[config.mk]
export PLATFORM = sky130hd
export DESIGN_NAME = rv_exec_top
export DESIGN_NICKNAME = d
export VERILOG_FILES = /design/src/hdl/rv_exec_pkg.sv /design/src/hdl/dec_op_if.sv /design/src/hdl/inst_decoder.sv /design/src/hdl/op_fifo.sv /design/src/hdl/reg_file.sv /design/src/hdl/alu_exec.sv /design/src/hdl/rv_exec_top.sv
export VERILOG_INCLUDE_DIRS = /design/src /design/src/include
export SDC_FILE = /design/constraint.sdc
export NUM_CORES = 2
export LEC_CHECK = 0
export BUFFER_PORTS_ARGS = -buffer_cell sky130_fd_sc_hd__buf_4
export CORE_MARGIN = 2
export CORE_UTILIZATION = 33
export DETAILED_ROUTE_END_ITERATION = 16
export GPL_TIMING_DRIVEN = 1
export SYNTH_ARGS = -nofsm -noshare
export SYNTH_HDL_FRONTEND = slang
export SYNTH_SLANG_ARGS = --single-unit
[constraint.sdc]
create_clock -name clk -period 10.2 [get_ports clk]
set_clock_uncertainty 0.1 [all_clocks]
set_input_delay 1.02 -clock clk [delete_from_list [all_inputs] [get_ports clk]]
set_output_delay 1.02 -clock clk [all_outputs]
set_load 0.02 [all_outputs]
[src/include/rv_exec_defines.svh]
`ifndef RV_EXEC_DEFINES_SVH
`define RV_EXEC_DEFINES_SVH

// ----------------------------------------
// datapath widths
// ----------------------------------------
`define XLEN        32  // data and instruction width
`define REG_ADDR_W  5
`define REG_COUNT   32

// ----------------------------------------
// op FIFO sizing
// ----------------------------------------
// depth must stay a power of two, pointers wrap on their own
`define OP_FIFO_DEPTH   4
`define OP_FIFO_PTR_W   2

`endif

[src/hdl/rv_exec_pkg.sv]
package rv_exec_pkg;

    // ----------------------------------------
    // major opcodes, inst[6:0]
    // ----------------------------------------
    typedef enum logic [6:0] {
        OPC_OP     = 7'b0110011,  // register-register
        OPC_OP_IMM = 7'b0010011,  // register-immediate
        OPC_LUI    = 7'b0110111
    } opcode_e;

    // ----------------------------------------
    // ALU functions
    // ----------------------------------------
    typedef enum logic [3:0] {
        ALU_ADD    = 4'd0,
        ALU_SUB    = 4'd1,
        ALU_SLL    = 4'd2,
        ALU_SLT    = 4'd3,
        ALU_SLTU   = 4'd4,
        ALU_XOR    = 4'd5,
        ALU_SRL    = 4'd6,
        ALU_SRA    = 4'd7,
        ALU_OR     = 4'd8,
        ALU_AND    = 4'd9,
        ALU_PASS_B = 4'd10  // result is operand b, for LUI
    } alu_op_e;

endpackage

[src/hdl/dec_op_if.sv]
`timescale 1ns/10ps
`include "rv_exec_defines.svh"

// one decoded op with valid/ready handshake
interface dec_op_if
    import rv_exec_pkg::*;
();

    logic                   valid;
    logic                   ready;
    alu_op_e                alu_op;
    logic [`REG_ADDR_W-1:0] rd;
    logic [`REG_ADDR_W-1:0] rs1;
    logic [`REG_ADDR_W-1:0] rs2;
    logic [`XLEN-1:0]       imm;
    logic                   use_imm;  // operand b from imm, not rs2

    modport source (output valid, alu_op, rd, rs1, rs2, imm, use_imm,
                    input  ready);

    modport sink   (input  valid, alu_op, rd, rs1, rs2, imm, use_imm,
                    output ready);

endinterface

[src/hdl/inst_decoder.sv]
`timescale 1ns/10ps
`include "rv_exec_defines.svh"

module inst_decoder
    import rv_exec_pkg::*;
(
    input  logic             clk,
    input  logic             rst,
    input  logic             inst_valid,
    input  logic [`XLEN-1:0] inst,
    output logic             inst_ready,
    dec_op_if.source         out
);

    opcode_e                opcode;
    logic [2:0]             funct3;
    logic [6:0]             funct7;
    logic                   legal;
    alu_op_e                dec_alu_op;
    logic [`XLEN-1:0]       dec_imm;
    logic [`REG_ADDR_W-1:0] dec_rs1;
    logic                   dec_use_imm;
    logic                   load;

    assign opcode = opcode_e'(inst[6:0]);
    assign funct3 = inst[14:12];
    assign funct7 = inst[31:25];

    // ----------------------------------------
    // decode
    // ----------------------------------------
    always_comb begin
        legal       = 1'b0;
        dec_imm     = {{(`XLEN-12){inst[31]}}, inst[31:20]};  // I-type
        dec_rs1     = inst[19:15];
        dec_use_imm = 1'b0;

        case (funct3)
            3'b000:  dec_alu_op = (opcode == OPC_OP && inst[30]) ? ALU_SUB : ALU_ADD;
            3'b001:  dec_alu_op = ALU_SLL;
            3'b010:  dec_alu_op = ALU_SLT;
            3'b011:  dec_alu_op = ALU_SLTU;
            3'b100:  dec_alu_op = ALU_XOR;
            3'b101:  dec_alu_op = inst[30] ? ALU_SRA : ALU_SRL;
            3'b110:  dec_alu_op = ALU_OR;
            default: dec_alu_op = ALU_AND;
        endcase

        case (opcode)
            OPC_OP: begin
                // alternate funct7 only for SUB and SRA
                legal = (funct7 == 7'b0000000) ||
                        (funct7 == 7'b0100000 && (funct3 == 3'b000 || funct3 == 3'b101));
            end
            OPC_OP_IMM: begin
                dec_use_imm = 1'b1;
                if (funct3 == 3'b001) begin
                    legal = (funct7 == 7'b0000000);  // SLLI
                end else if (funct3 == 3'b101) begin
                    legal = (funct7 == 7'b0000000) || (funct7 == 7'b0100000);
                end else begin
                    legal = 1'b1;
                end
            end
            OPC_LUI: begin
                legal       = 1'b1;
                dec_alu_op  = ALU_PASS_B;
                dec_imm     = {inst[31:12], 12'b0};  // U-type
                dec_rs1     = '0;                    // operand a reads x0
                dec_use_imm = 1'b1;
            end
            default: legal = 1'b0;  // dropped silently
        endcase
    end

    // ----------------------------------------
    // one-entry output register
    // ----------------------------------------
    assign inst_ready = !out.valid || out.ready;
    assign load       = inst_valid && inst_ready && legal;

    always_ff @(posedge clk) begin
        if (rst) begin
            out.valid <= 1'b0;
        end else if (inst_ready) begin
            out.valid <= inst_valid && legal;  // illegal words leave it empty
        end
    end

    always_ff @(posedge clk) begin
        if (load) begin
            out.alu_op  <= dec_alu_op;
            out.rd      <= inst[11:7];
            out.rs1     <= dec_rs1;
            out.rs2     <= inst[24:20];
            out.imm     <= dec_imm;
            out.use_imm <= dec_use_imm;
        end
    end

endmodule

[src/hdl/op_fifo.sv]
`timescale 1ns/10ps
`include "rv_exec_defines.svh"

module op_fifo
    import rv_exec_pkg::*;
(
    input  logic     clk,
    input  logic     rst,
    dec_op_if.sink   in,
    dec_op_if.source out
);

    // storage, one array per field
    alu_op_e                alu_op_mem  [`OP_FIFO_DEPTH];
    logic [`REG_ADDR_W-1:0] rd_mem      [`OP_FIFO_DEPTH];
    logic [`REG_ADDR_W-1:0] rs1_mem     [`OP_FIFO_DEPTH];
    logic [`REG_ADDR_W-1:0] rs2_mem     [`OP_FIFO_DEPTH];
    logic [`XLEN-1:0]       imm_mem     [`OP_FIFO_DEPTH];
    logic                   use_imm_mem [`OP_FIFO_DEPTH];

    logic [`OP_FIFO_PTR_W-1:0] wr_ptr;
    logic [`OP_FIFO_PTR_W-1:0] rd_ptr;
    logic [`OP_FIFO_PTR_W:0]   count;  // one extra bit to tell full from empty
    logic                      full;
    logic                      push;
    logic                      pop;

    assign full      = (count == (`OP_FIFO_PTR_W+1)'(`OP_FIFO_DEPTH));
    assign in.ready  = !full;
    assign out.valid = (count != '0);
    assign push      = in.valid && in.ready;
    assign pop       = out.valid && out.ready;

    // ----------------------------------------
    // pointers and count
    // ----------------------------------------
    always_ff @(posedge clk) begin
        if (rst) begin
            wr_ptr <= '0;
            rd_ptr <= '0;
            count  <= '0;
        end else begin
            if (push) begin
                wr_ptr <= wr_ptr + 1'b1;  // wraps at depth
            end
            if (pop) begin
                rd_ptr <= rd_ptr + 1'b1;
            end
            case ({push, pop})
                2'b10:   count <= count + 1'b1;
                2'b01:   count <= count - 1'b1;
                default: count <= count;  // idle or both
            endcase
        end
    end

    always_ff @(posedge clk) begin
        if (push) begin
            alu_op_mem[wr_ptr]  <= in.alu_op;
            rd_mem[wr_ptr]      <= in.rd;
            rs1_mem[wr_ptr]     <= in.rs1;
            rs2_mem[wr_ptr]     <= in.rs2;
            imm_mem[wr_ptr]     <= in.imm;
            use_imm_mem[wr_ptr] <= in.use_imm;
        end
    end

    // head entry, no fall-through
    assign out.alu_op  = alu_op_mem[rd_ptr];
    assign out.rd      = rd_mem[rd_ptr];
    assign out.rs1     = rs1_mem[rd_ptr];
    assign out.rs2     = rs2_mem[rd_ptr];
    assign out.imm     = imm_mem[rd_ptr];
    assign out.use_imm = use_imm_mem[rd_ptr];

endmodule

[src/hdl/reg_file.sv]
`timescale 1ns/10ps
`include "rv_exec_defines.svh"

module reg_file (
    input  logic                   clk,
    input  logic                   rst,
    input  logic                   we,
    input  logic [`REG_ADDR_W-1:0] wa,
    input  logic [`REG_ADDR_W-1:0] ra1,
    input  logic [`REG_ADDR_W-1:0] ra2,
    input  logic [`XLEN-1:0]       wd,
    output logic [`XLEN-1:0]       rd1,
    output logic [`XLEN-1:0]       rd2
);

    logic [`XLEN-1:0] regs [`REG_COUNT];

    // one write port, x0 never written
    always_ff @(posedge clk) begin
        if (rst) begin
            regs <= '{default: '0};  // start from all zeros
        end else if (we && wa != '0) begin
            regs[wa] <= wd;
        end
    end

    // combinational reads
    assign rd1 = (ra1 == '0) ? '0 : regs[ra1];
    assign rd2 = (ra2 == '0) ? '0 : regs[ra2];

endmodule

[src/hdl/alu_exec.sv]
`timescale 1ns/10ps
`include "rv_exec_defines.svh"

module alu_exec
    import rv_exec_pkg::*;
(
    input  logic                   clk,
    input  logic                   rst,
    dec_op_if.sink                 in,
    output logic                   wb_valid,
    output logic [`REG_ADDR_W-1:0] wb_rd,
    output logic [`XLEN-1:0]       wb_data,
    input  logic                   wb_ready
);

    logic [`XLEN-1:0] op_a;
    logic [`XLEN-1:0] rs2_val;
    logic [`XLEN-1:0] op_b;
    logic [`XLEN-1:0] result;
    logic [4:0]       shamt;
    logic             accept;

    // write back in the same cycle the op is taken, so no forwarding needed
    reg_file i_reg_file (
        .clk (clk),
        .rst (rst),
        .we  (accept),
        .wa  (in.rd),
        .ra1 (in.rs1),
        .ra2 (in.rs2),
        .wd  (result),
        .rd1 (op_a),
        .rd2 (rs2_val)
    );

    assign op_b  = in.use_imm ? in.imm : rs2_val;
    assign shamt = op_b[4:0];  // low 5 bits only

    // ----------------------------------------
    // ALU
    // ----------------------------------------
    always_comb begin
        case (in.alu_op)
            ALU_ADD:    result = op_a + op_b;
            ALU_SUB:    result = op_a - op_b;
            ALU_SLL:    result = op_a << shamt;
            ALU_SLT:    result = {{(`XLEN-1){1'b0}}, $signed(op_a) < $signed(op_b)};
            ALU_SLTU:   result = {{(`XLEN-1){1'b0}}, op_a < op_b};
            ALU_XOR:    result = op_a ^ op_b;
            ALU_SRL:    result = op_a >> shamt;
            ALU_SRA:    result = $unsigned($signed(op_a) >>> shamt);  // sign fill
            ALU_OR:     result = op_a | op_b;
            ALU_AND:    result = op_a & op_b;
            ALU_PASS_B: result = op_b;
            default:    result = '0;
        endcase
    end

    // ----------------------------------------
    // output stream register
    // ----------------------------------------
    assign in.ready = !wb_valid || wb_ready;  // slot free or draining
    assign accept   = in.valid && in.ready;

    always_ff @(posedge clk) begin
        if (rst) begin
            wb_valid <= 1'b0;
        end else if (in.ready) begin
            wb_valid <= in.valid;
        end
    end

    always_ff @(posedge clk) begin
        if (accept) begin
            wb_rd   <= in.rd;
            wb_data <= result;  // computed value even for x0
        end
    end

endmodule

[src/hdl/rv_exec_top.sv]
`timescale 1ns/10ps
`include "rv_exec_defines.svh"

module rv_exec_top (
    input  logic                   clk,
    input  logic                   rst,
    input  logic                   inst_valid,
    input  logic [`XLEN-1:0]       inst,
    output logic                   inst_ready,
    output logic                   wb_valid,
    output logic [`REG_ADDR_W-1:0] wb_rd,
    output logic [`XLEN-1:0]       wb_data,
    input  logic                   wb_ready
);

    dec_op_if dec_q ();   // decoder to FIFO
    dec_op_if fifo_q ();  // FIFO to executor

    inst_decoder i_inst_decoder (
        .clk        (clk),
        .rst        (rst),
        .inst_valid (inst_valid),
        .inst       (inst),
        .inst_ready (inst_ready),
        .out        (dec_q)
    );

    op_fifo i_op_fifo (
        .clk (clk),
        .rst (rst),
        .in  (dec_q),
        .out (fifo_q)
    );

    alu_exec i_alu_exec (
        .clk      (clk),
        .rst      (rst),
        .in       (fifo_q),
        .wb_valid (wb_valid),
        .wb_rd    (wb_rd),
        .wb_data  (wb_data),
        .wb_ready (wb_ready)
    );

endmodule

# Word-level counts from Yosys, hierarchy flattened
# Memory sizes are Yosys's and may differ from the RTL's. A register that Yosys moved wholly into a read port is not among the register bits.
# Cells that the tools add are included.
dict set report totals {
  input_bits 36
  memories 6
  ff_bits 1122
  wordCells 158
  mem_bits_rw 208
  output_inout_bits 39
}
dict set report op_classes {
  muxes 36
  bitwise_logic 6
  eq_ne 23
  n_lt_le_gt_ge 6
  n_reduce_logical 26
  shifts 3
  addsub 6
}
# name words word_bits rd rd_clocked_by_memory_dff write_ports line
set memory_table {}
lappend memory_table {i_op_fifo.imm_mem 4 32 1 1 1 op_fifo.sv:18} ;# logic [`XLEN-1:0] imm_mem [`OP_FIFO_DEPTH];
lappend memory_table {i_op_fifo.rd_mem 4 5 1 1 1 op_fifo.sv:15} ;# logic [`REG_ADDR_W-1:0] rd_mem [`OP_FIFO_DEPTH];
lappend memory_table {i_op_fifo.rs1_mem 4 5 1 1 1 op_fifo.sv:16} ;# logic [`REG_ADDR_W-1:0] rs1_mem [`OP_FIFO_DEPTH];
lappend memory_table {i_op_fifo.rs2_mem 4 5 1 1 1 op_fifo.sv:17} ;# logic [`REG_ADDR_W-1:0] rs2_mem [`OP_FIFO_DEPTH];
lappend memory_table {i_op_fifo.alu_op_mem 4 4 1 1 1 op_fifo.sv:14} ;# alu_op_e alu_op_mem [`OP_FIFO_DEPTH];
lappend memory_table {i_op_fifo.use_imm_mem 4 1 1 1 1 op_fifo.sv:19} ;# logic use_imm_mem [`OP_FIFO_DEPTH];
# op n
set ops {}
lappend ops {{bitwise mux 1024 bit} 1}
lappend ops {{one-hot mux 32 bit (11 select lines)} 1}
lappend ops {{binary-select mux 32 bit (select 5 bit)} 2}
lappend ops {{two-way mux 32 bit} 8}
lappend ops {{demux 32 bit (select 5 bit)} 1}
lappend ops {{less-than comparator 32 bit} 2}
lappend ops {{adder 32 bit} 1}
lappend ops {{bitwise AND 32 bit} 1}
lappend ops {{OR 32 bit} 1}
lappend ops {{left shift 32 x 5 -> 32 bit} 1}
lappend ops {{right shift 32 x 5 -> 32 bit} 1}
lappend ops {{>>> shifter 32 x 5 -> 32 bit} 1}
lappend ops {{subtractor 32 bit} 1}
lappend ops {{bitwise XOR 32 bit} 1}
lappend ops {{two-way mux 31 bit} 1}
lappend ops {{one-hot mux 4 bit (7 select lines)} 1}
lappend ops {{two-way mux 2 bit} 12}
lappend ops {{== test 7 x 6 -> 1 bit, second input constant} 3}
lappend ops {{greater-or-equal comparator 6 bit, second input constant} 3}
lappend ops {{inverter 5 -> 6 bit} 3}
lappend ops {{== test 4 x 3 -> 1 bit, second input constant} 4}
lappend ops {{== test 3 bit, second input constant} 4}
lappend ops {{== test 4 bit, second input constant} 3}
lappend ops {{zero test 5 bit} 2}
lappend ops {{other kinds (24)} 47}

# Logic depth before layout (Yosys ltp)
dict set report logic_depth {
  ltp_word 9
  mapped_depth 28
  depth_no_buf 19
}

# By module
# Synthesis repeated with hierarchy kept, for this count alone.
dict set report unflattened {
  cells_unflattened 7940
  hier_area_um2 72869.9
}
# mod area_each_um2 cells_per_inst seq_area_each_um2 instances
set modules_own_cells {}
lappend modules_own_cells {reg_file 52072.4 5984 20499.7 1}
lappend modules_own_cells {alu_exec 10633.9 1499 1131.1 1}
lappend modules_own_cells {op_fifo 8041.5 324 6426.2 1}
lappend modules_own_cells {inst_decoder 2122.0 133 1581.5 1}

# Least setup slack after synthesis
# Ideal clock, no wire load.
dict set report synth_timing {
  kind {register to register}
  from {register with a tool-made name}
  to {register i_alu_exec.wb_data[31], data pin}
  setup_time_ns 0.264
  synth_period_minus_slack_ns 7.411
  path_slack_ns 2.789
  path_stages_with_launch 27
  t_required_ns 9.836
  arrival_time_ns 7.047
  path_cell_list {dfxtp_1 > buf_6 > mux4_2 > buf_2 > buf_6 > buf_6 > buf_6 > buf_2 > buf_2 > buf_1 > buf_1 > mux4_2 > mux4_2 > mux2i_1 > o21ai_0 > ha_1 > nor2_1 > a221oi_1 > o221a_2 > o22ai_1 > a2111oi_0 > o21ai_0 > a221oi_1 > xor2_1 > a22oi_1 > clkbuf_1 > nand2_1}
}
# element line
set synth_lines {}
lappend synth_lines {{end signal: assignment} alu_exec.sv:76} ;# wb_data <= result;
lappend synth_lines {{end: declaration} alu_exec.sv:12} ;# output logic [`XLEN-1:0] wb_data,

==> run_results.csv <==
group,metric,value,unit
synthesis,ys_async_sr_fraction,0,
worst_setup_path,crit_type,"flip-flop to flip-flop",
finish,final_area,82120,um^2
synthesis,ys_seq_area_frac,0.4026,
timing,layout_min_cycle_time,8.580,ns
power_and_ir_drop,p_leak,28.16,nW
clock_network,clockRootBuffer,"clkbuf_16",
worst_hold_path,whs_endpoint,"i_inst_decoder.out.rd[1]",
clock_network,cts_tree,"done",
worst_setup_path,r2r_setup_slack,1.62,ns
clock_network,clk_pin_slew,0.06,ns
clock_network,cts_inserted_buffers,143,
timing,slew_headroom,0.1013,
worst_hold_path,whs_path_depth,1,
synthesis,ys_ff_latch,1332,
worst_setup_path,worstSetupStartpointType,"flip-flop",
clock_network,clk_latency,0.82,ns
synthesis,synth.area.mux_share,0.2222,
placement,place_hpwl,196.4,mm
synthesis,synthesis.area,73620,um^2
floorplan,initial_utilization,0.3315,
worst_setup_path,crit_path_max_fanout,32,
worst_setup_path,crit_family,"multiplexers",
worst_setup_path,critPathMaxStageDelay,0.96,ns
floorplan,row_count,173,
worst_setup_path,crit_required,10.80,ns
placement,dp_cells,9827,
worst_setup_path,reg2regPathDepth,19,
worst_hold_path,hp-start,"inst[8]",
global_routing,grt_max_degree,225,
clock_network,post-cts-setup-buffers,0,
clock_network,cts.sinks,1332,
worst_setup_path,reg2reg_to,"i_alu_exec.i_reg_file.regs[378]",
power_and_ir_drop,worst_ir_drop_vdd,0.1552,mV
global_routing,grt_overflow,0,
finish,layout-drive-gt1-share,0.1550,
timing,fin_setup_tns,0,ns
timing,tightestPinTransition,1.314,ns
finish,final_cells,10091,
clock_network,ctsHoldBuffers,0,
finish,final_common_cell,"dfxtp_1",
synthesis,synth-edff-count,297,
timing,fin_crit_sh,0.8412,
synthesis,synth.avg_cell_area,10.13,um^2
finish,nNetsFinal,7143,
drt,num_vias,62592,
global_routing,track_usage,0.2579,
worst_setup_path,cp_common_cell,"buf_4",
worst_setup_path,path_cells,"mux4_4 > buf_4 > mux4_2 > mux4_2 > mux2i_2 > o21ai_1 > ha_1 > nand4_1 > a21oi_1 > nor3_1 > a2111oi_0 > buf_4 > o2111ai_1 > a211o_1 > nand4_1 > nor3b_1 > a211oi_4 > buf_4 > a311oi_1",
drt,dr.pass1.iters,7,
worst_setup_path,crit_arrival,9.18,ns
global_routing,first_global_vias,59635,
floorplan,dieHeight,476.3,um
floorplan,ios,75,
timing,max_freq,116.5,MHz
drt,drc,0,
clock_network,cts.htree.levels,4,
job,max_cap_viol_count,0,
drt,drt-vias-per-instance,6.203,
placement,dpl_cell_area,77370,um^2
clock_network,postCtsResizedCells,0,
synthesis,ys_types,99,
synthesis,yosys.area_share.simple,0.1046,
floorplan,die_w,476.3,um
global_routing,antenna_found_initial,12,
finish,area_growth,11.55,%
placement,gp_congestion,1.040,
synthesis,synth-xor-area-share,0.002260,
floorplan,core_area,222100,um^2
drt,wirelength,303.8,mm
synthesis,synth_top_family_by_area,"multiplexers",
timing,slew_viol_final,0,
synthesis,synth_area_leaders,"dfxtp_1 (28%), edfxtp_1 (12%), mux2i_1 (12%), mux4_2 (10%), a211oi_1 (6.5%)",
timing,setup_viol,0,
placement,numPortBuffers,74,
floorplan,dieArea,226900,um^2
global_routing,grt_pass1_wl,434.9,mm
worst_setup_path,crit_path_end_kind,"flip-flop",
power_and_ir_drop,power_density,194.8,nW/um^2
status,status,"completed",
worst_setup_path,slowest_stage,"mux4_4",
finish,mostFrequentLayoutCells,"dfxtp_1 (1033), nor2_1 (894), mux2i_1 (841), a211oi_1 (639), nand2_1 (371)",
synthesis,yosys_warnings,0,
synthesis,syn-instance-count,7267,
synthesis,synth_top_area_cell,"dfxtp_1",
synthesis,syn_nets,7413,
synthesis,synth_compound_area_frac,0.1964,
timing,hold_violations,0,
drt,ant_nets,0,
drt,first_iter_violations,8013,
synthesis,synth_fa_ha_area_frac,0.01900,
clock_network,cts_max_path_buffers,3,
timing,grt_setup_unrepaired,"false",
synthesis,synth_flop_cell,"dfxtp_1",
drt,avgRoutedWirePerCell,30.11,um
synthesis,synth_top_area_frac,0.2815,
worst_hold_path,hold_class,"primary input to flip-flop",
worst_setup_path,path_buf_inv,3,
where the power goes:
part	total [mW]	internal [mW]	switching, mW	leakage, nW
clock network	5.28	2.97	2.31	2.32
logic	5.04	1.44	3.60	14.8
registers	5.68	5.56	0.120	11.0
metrics by stage:
| step | power, mW | setup WS, ns | hold WS [ns] | utilization |
|---|---|---|---|---|
| after global routing | 16.42 | 1.272 | 0.2749 | 0.3697 |
| final | 16.00 | 1.620 | 0.2980 | 0.3698 |
| after floorplan | 8.719 | 2.789 | 0.3332 | - |
| after CTS | 15.90 | 1.784 | 0.2343 | 0.3697 |
| after detailed placement | 10.65 | 1.832 | 0.3521 | 0.3484 |
| after global placement | 10.66 | 1.764 | 0.3484 | 0.3484 |
worst max-delay path by stage:
stage	slack, ns	cells after the start	from	end
finish	1.62	19	flip-flop	i_alu_exec.i_reg_file.regs[378]
global route	1.27	19	flip-flop	i_alu_exec.i_reg_file.regs[346]
CTS	1.78	19	flip-flop	i_alu_exec.i_reg_file.regs[346]
detailed placement	1.83	19	flip-flop	i_alu_exec.i_reg_file.regs[602]
global placement	1.76	19	flip-flop	i_alu_exec.i_reg_file.regs[90]
floorplan	2.79	26	flip-flop	i_alu_exec.wb_data[31]
cells in the mapped netlist, drive strengths merged, types with 28 or more instances:
| library cell | number |
|---|---|
| dfxtp | 1035 |
| nor2 | 932 |
| mux2i | 846 |
| a211oi | 677 |
| clkbuf | 460 |
| nand2 | 374 |
| mux4 | 340 |
| edfxtp | 297 |
| buf | 274 |
| a21oi | 268 |
| o21ai | 204 |
| inv | 128 |
| o22ai | 113 |
| ha | 107 |
| nand3b | 99 |
| a311oi | 96 |
| o21bai | 84 |
| nand3 | 70 |
| o211ai | 61 |
| a221oi | 57 |
| nor2b | 55 |
| a31oi | 52 |
| nor3 | 49 |
| a22oi | 42 |
| o31ai | 42 |
| a21o | 39 |
| o32ai | 38 |
| o311ai | 35 |
| and2 | 34 |
| a41oi | 32 |
| o2bb2ai | 31 |
| o221ai | 28 |
state kept, by name (all words and copies together), names as in the netlist, 2 cells and up, named ones only:
| name | count |
|---|---|
| i_inst_decoder.out.alu_op | 4 |
| i_inst_decoder.out.imm | 32 |
| i_op_fifo.rd_mem | 20 |
| i_op_fifo.rd_ptr | 2 |
| i_inst_decoder.out.rd | 5 |
| i_alu_exec.wb_data | 32 |
| i_alu_exec.i_reg_file.regs | 1024 |
| i_inst_decoder.out.rs1 | 5 |
| i_op_fifo.count | 3 |
| i_alu_exec.wb_rd | 5 |
| i_op_fifo.rs1_mem | 20 |
| i_inst_decoder.out.rs2 | 5 |
| i_op_fifo.rs2_mem | 20 |
| i_op_fifo.use_imm_mem | 4 |
| i_op_fifo.imm_mem | 128 |
| i_op_fifo.wr_ptr | 2 |
| i_op_fifo.alu_op_mem | 16 |
kinds of logic after synthesis:
family | count (synthesis)
AO/OA/AOI/OAI | 1996
AND/OR/NAND/NOR | 1741
flip-flops | 1332
multiplexers | 1204
buffers and inverters | 865
adder cells (fa/ha/maj) | 110
XOR/XNOR | 19
per-layer routing:
| layer | routed length, um | vias up | track usage |
|---|---|---|---|
| met5 | 45 | - | 0 |
| met4 | 16460 | 6 | 0.1307 |
| met3 | 27920 | 702 | 0.04579 |
| met2 | 131200 | 3510 | 0.3845 |
| met1 | 128100 | 31302 | 0.3570 |
| li1 | - | 27072 | - |
area by class of cell:
type	count	area [um^2]
clock inverters	49	564.3
flip-flops and latches	1332	29640
fillers	21900	140000
well taps	2975	3722
multi-input cells	5070	40900
inverters	131	495.5
clock buffers	209	4169
repair buffers	319	2615
diodes	6	15.01
No activity file was read; power rests on OpenSTA's default activity.
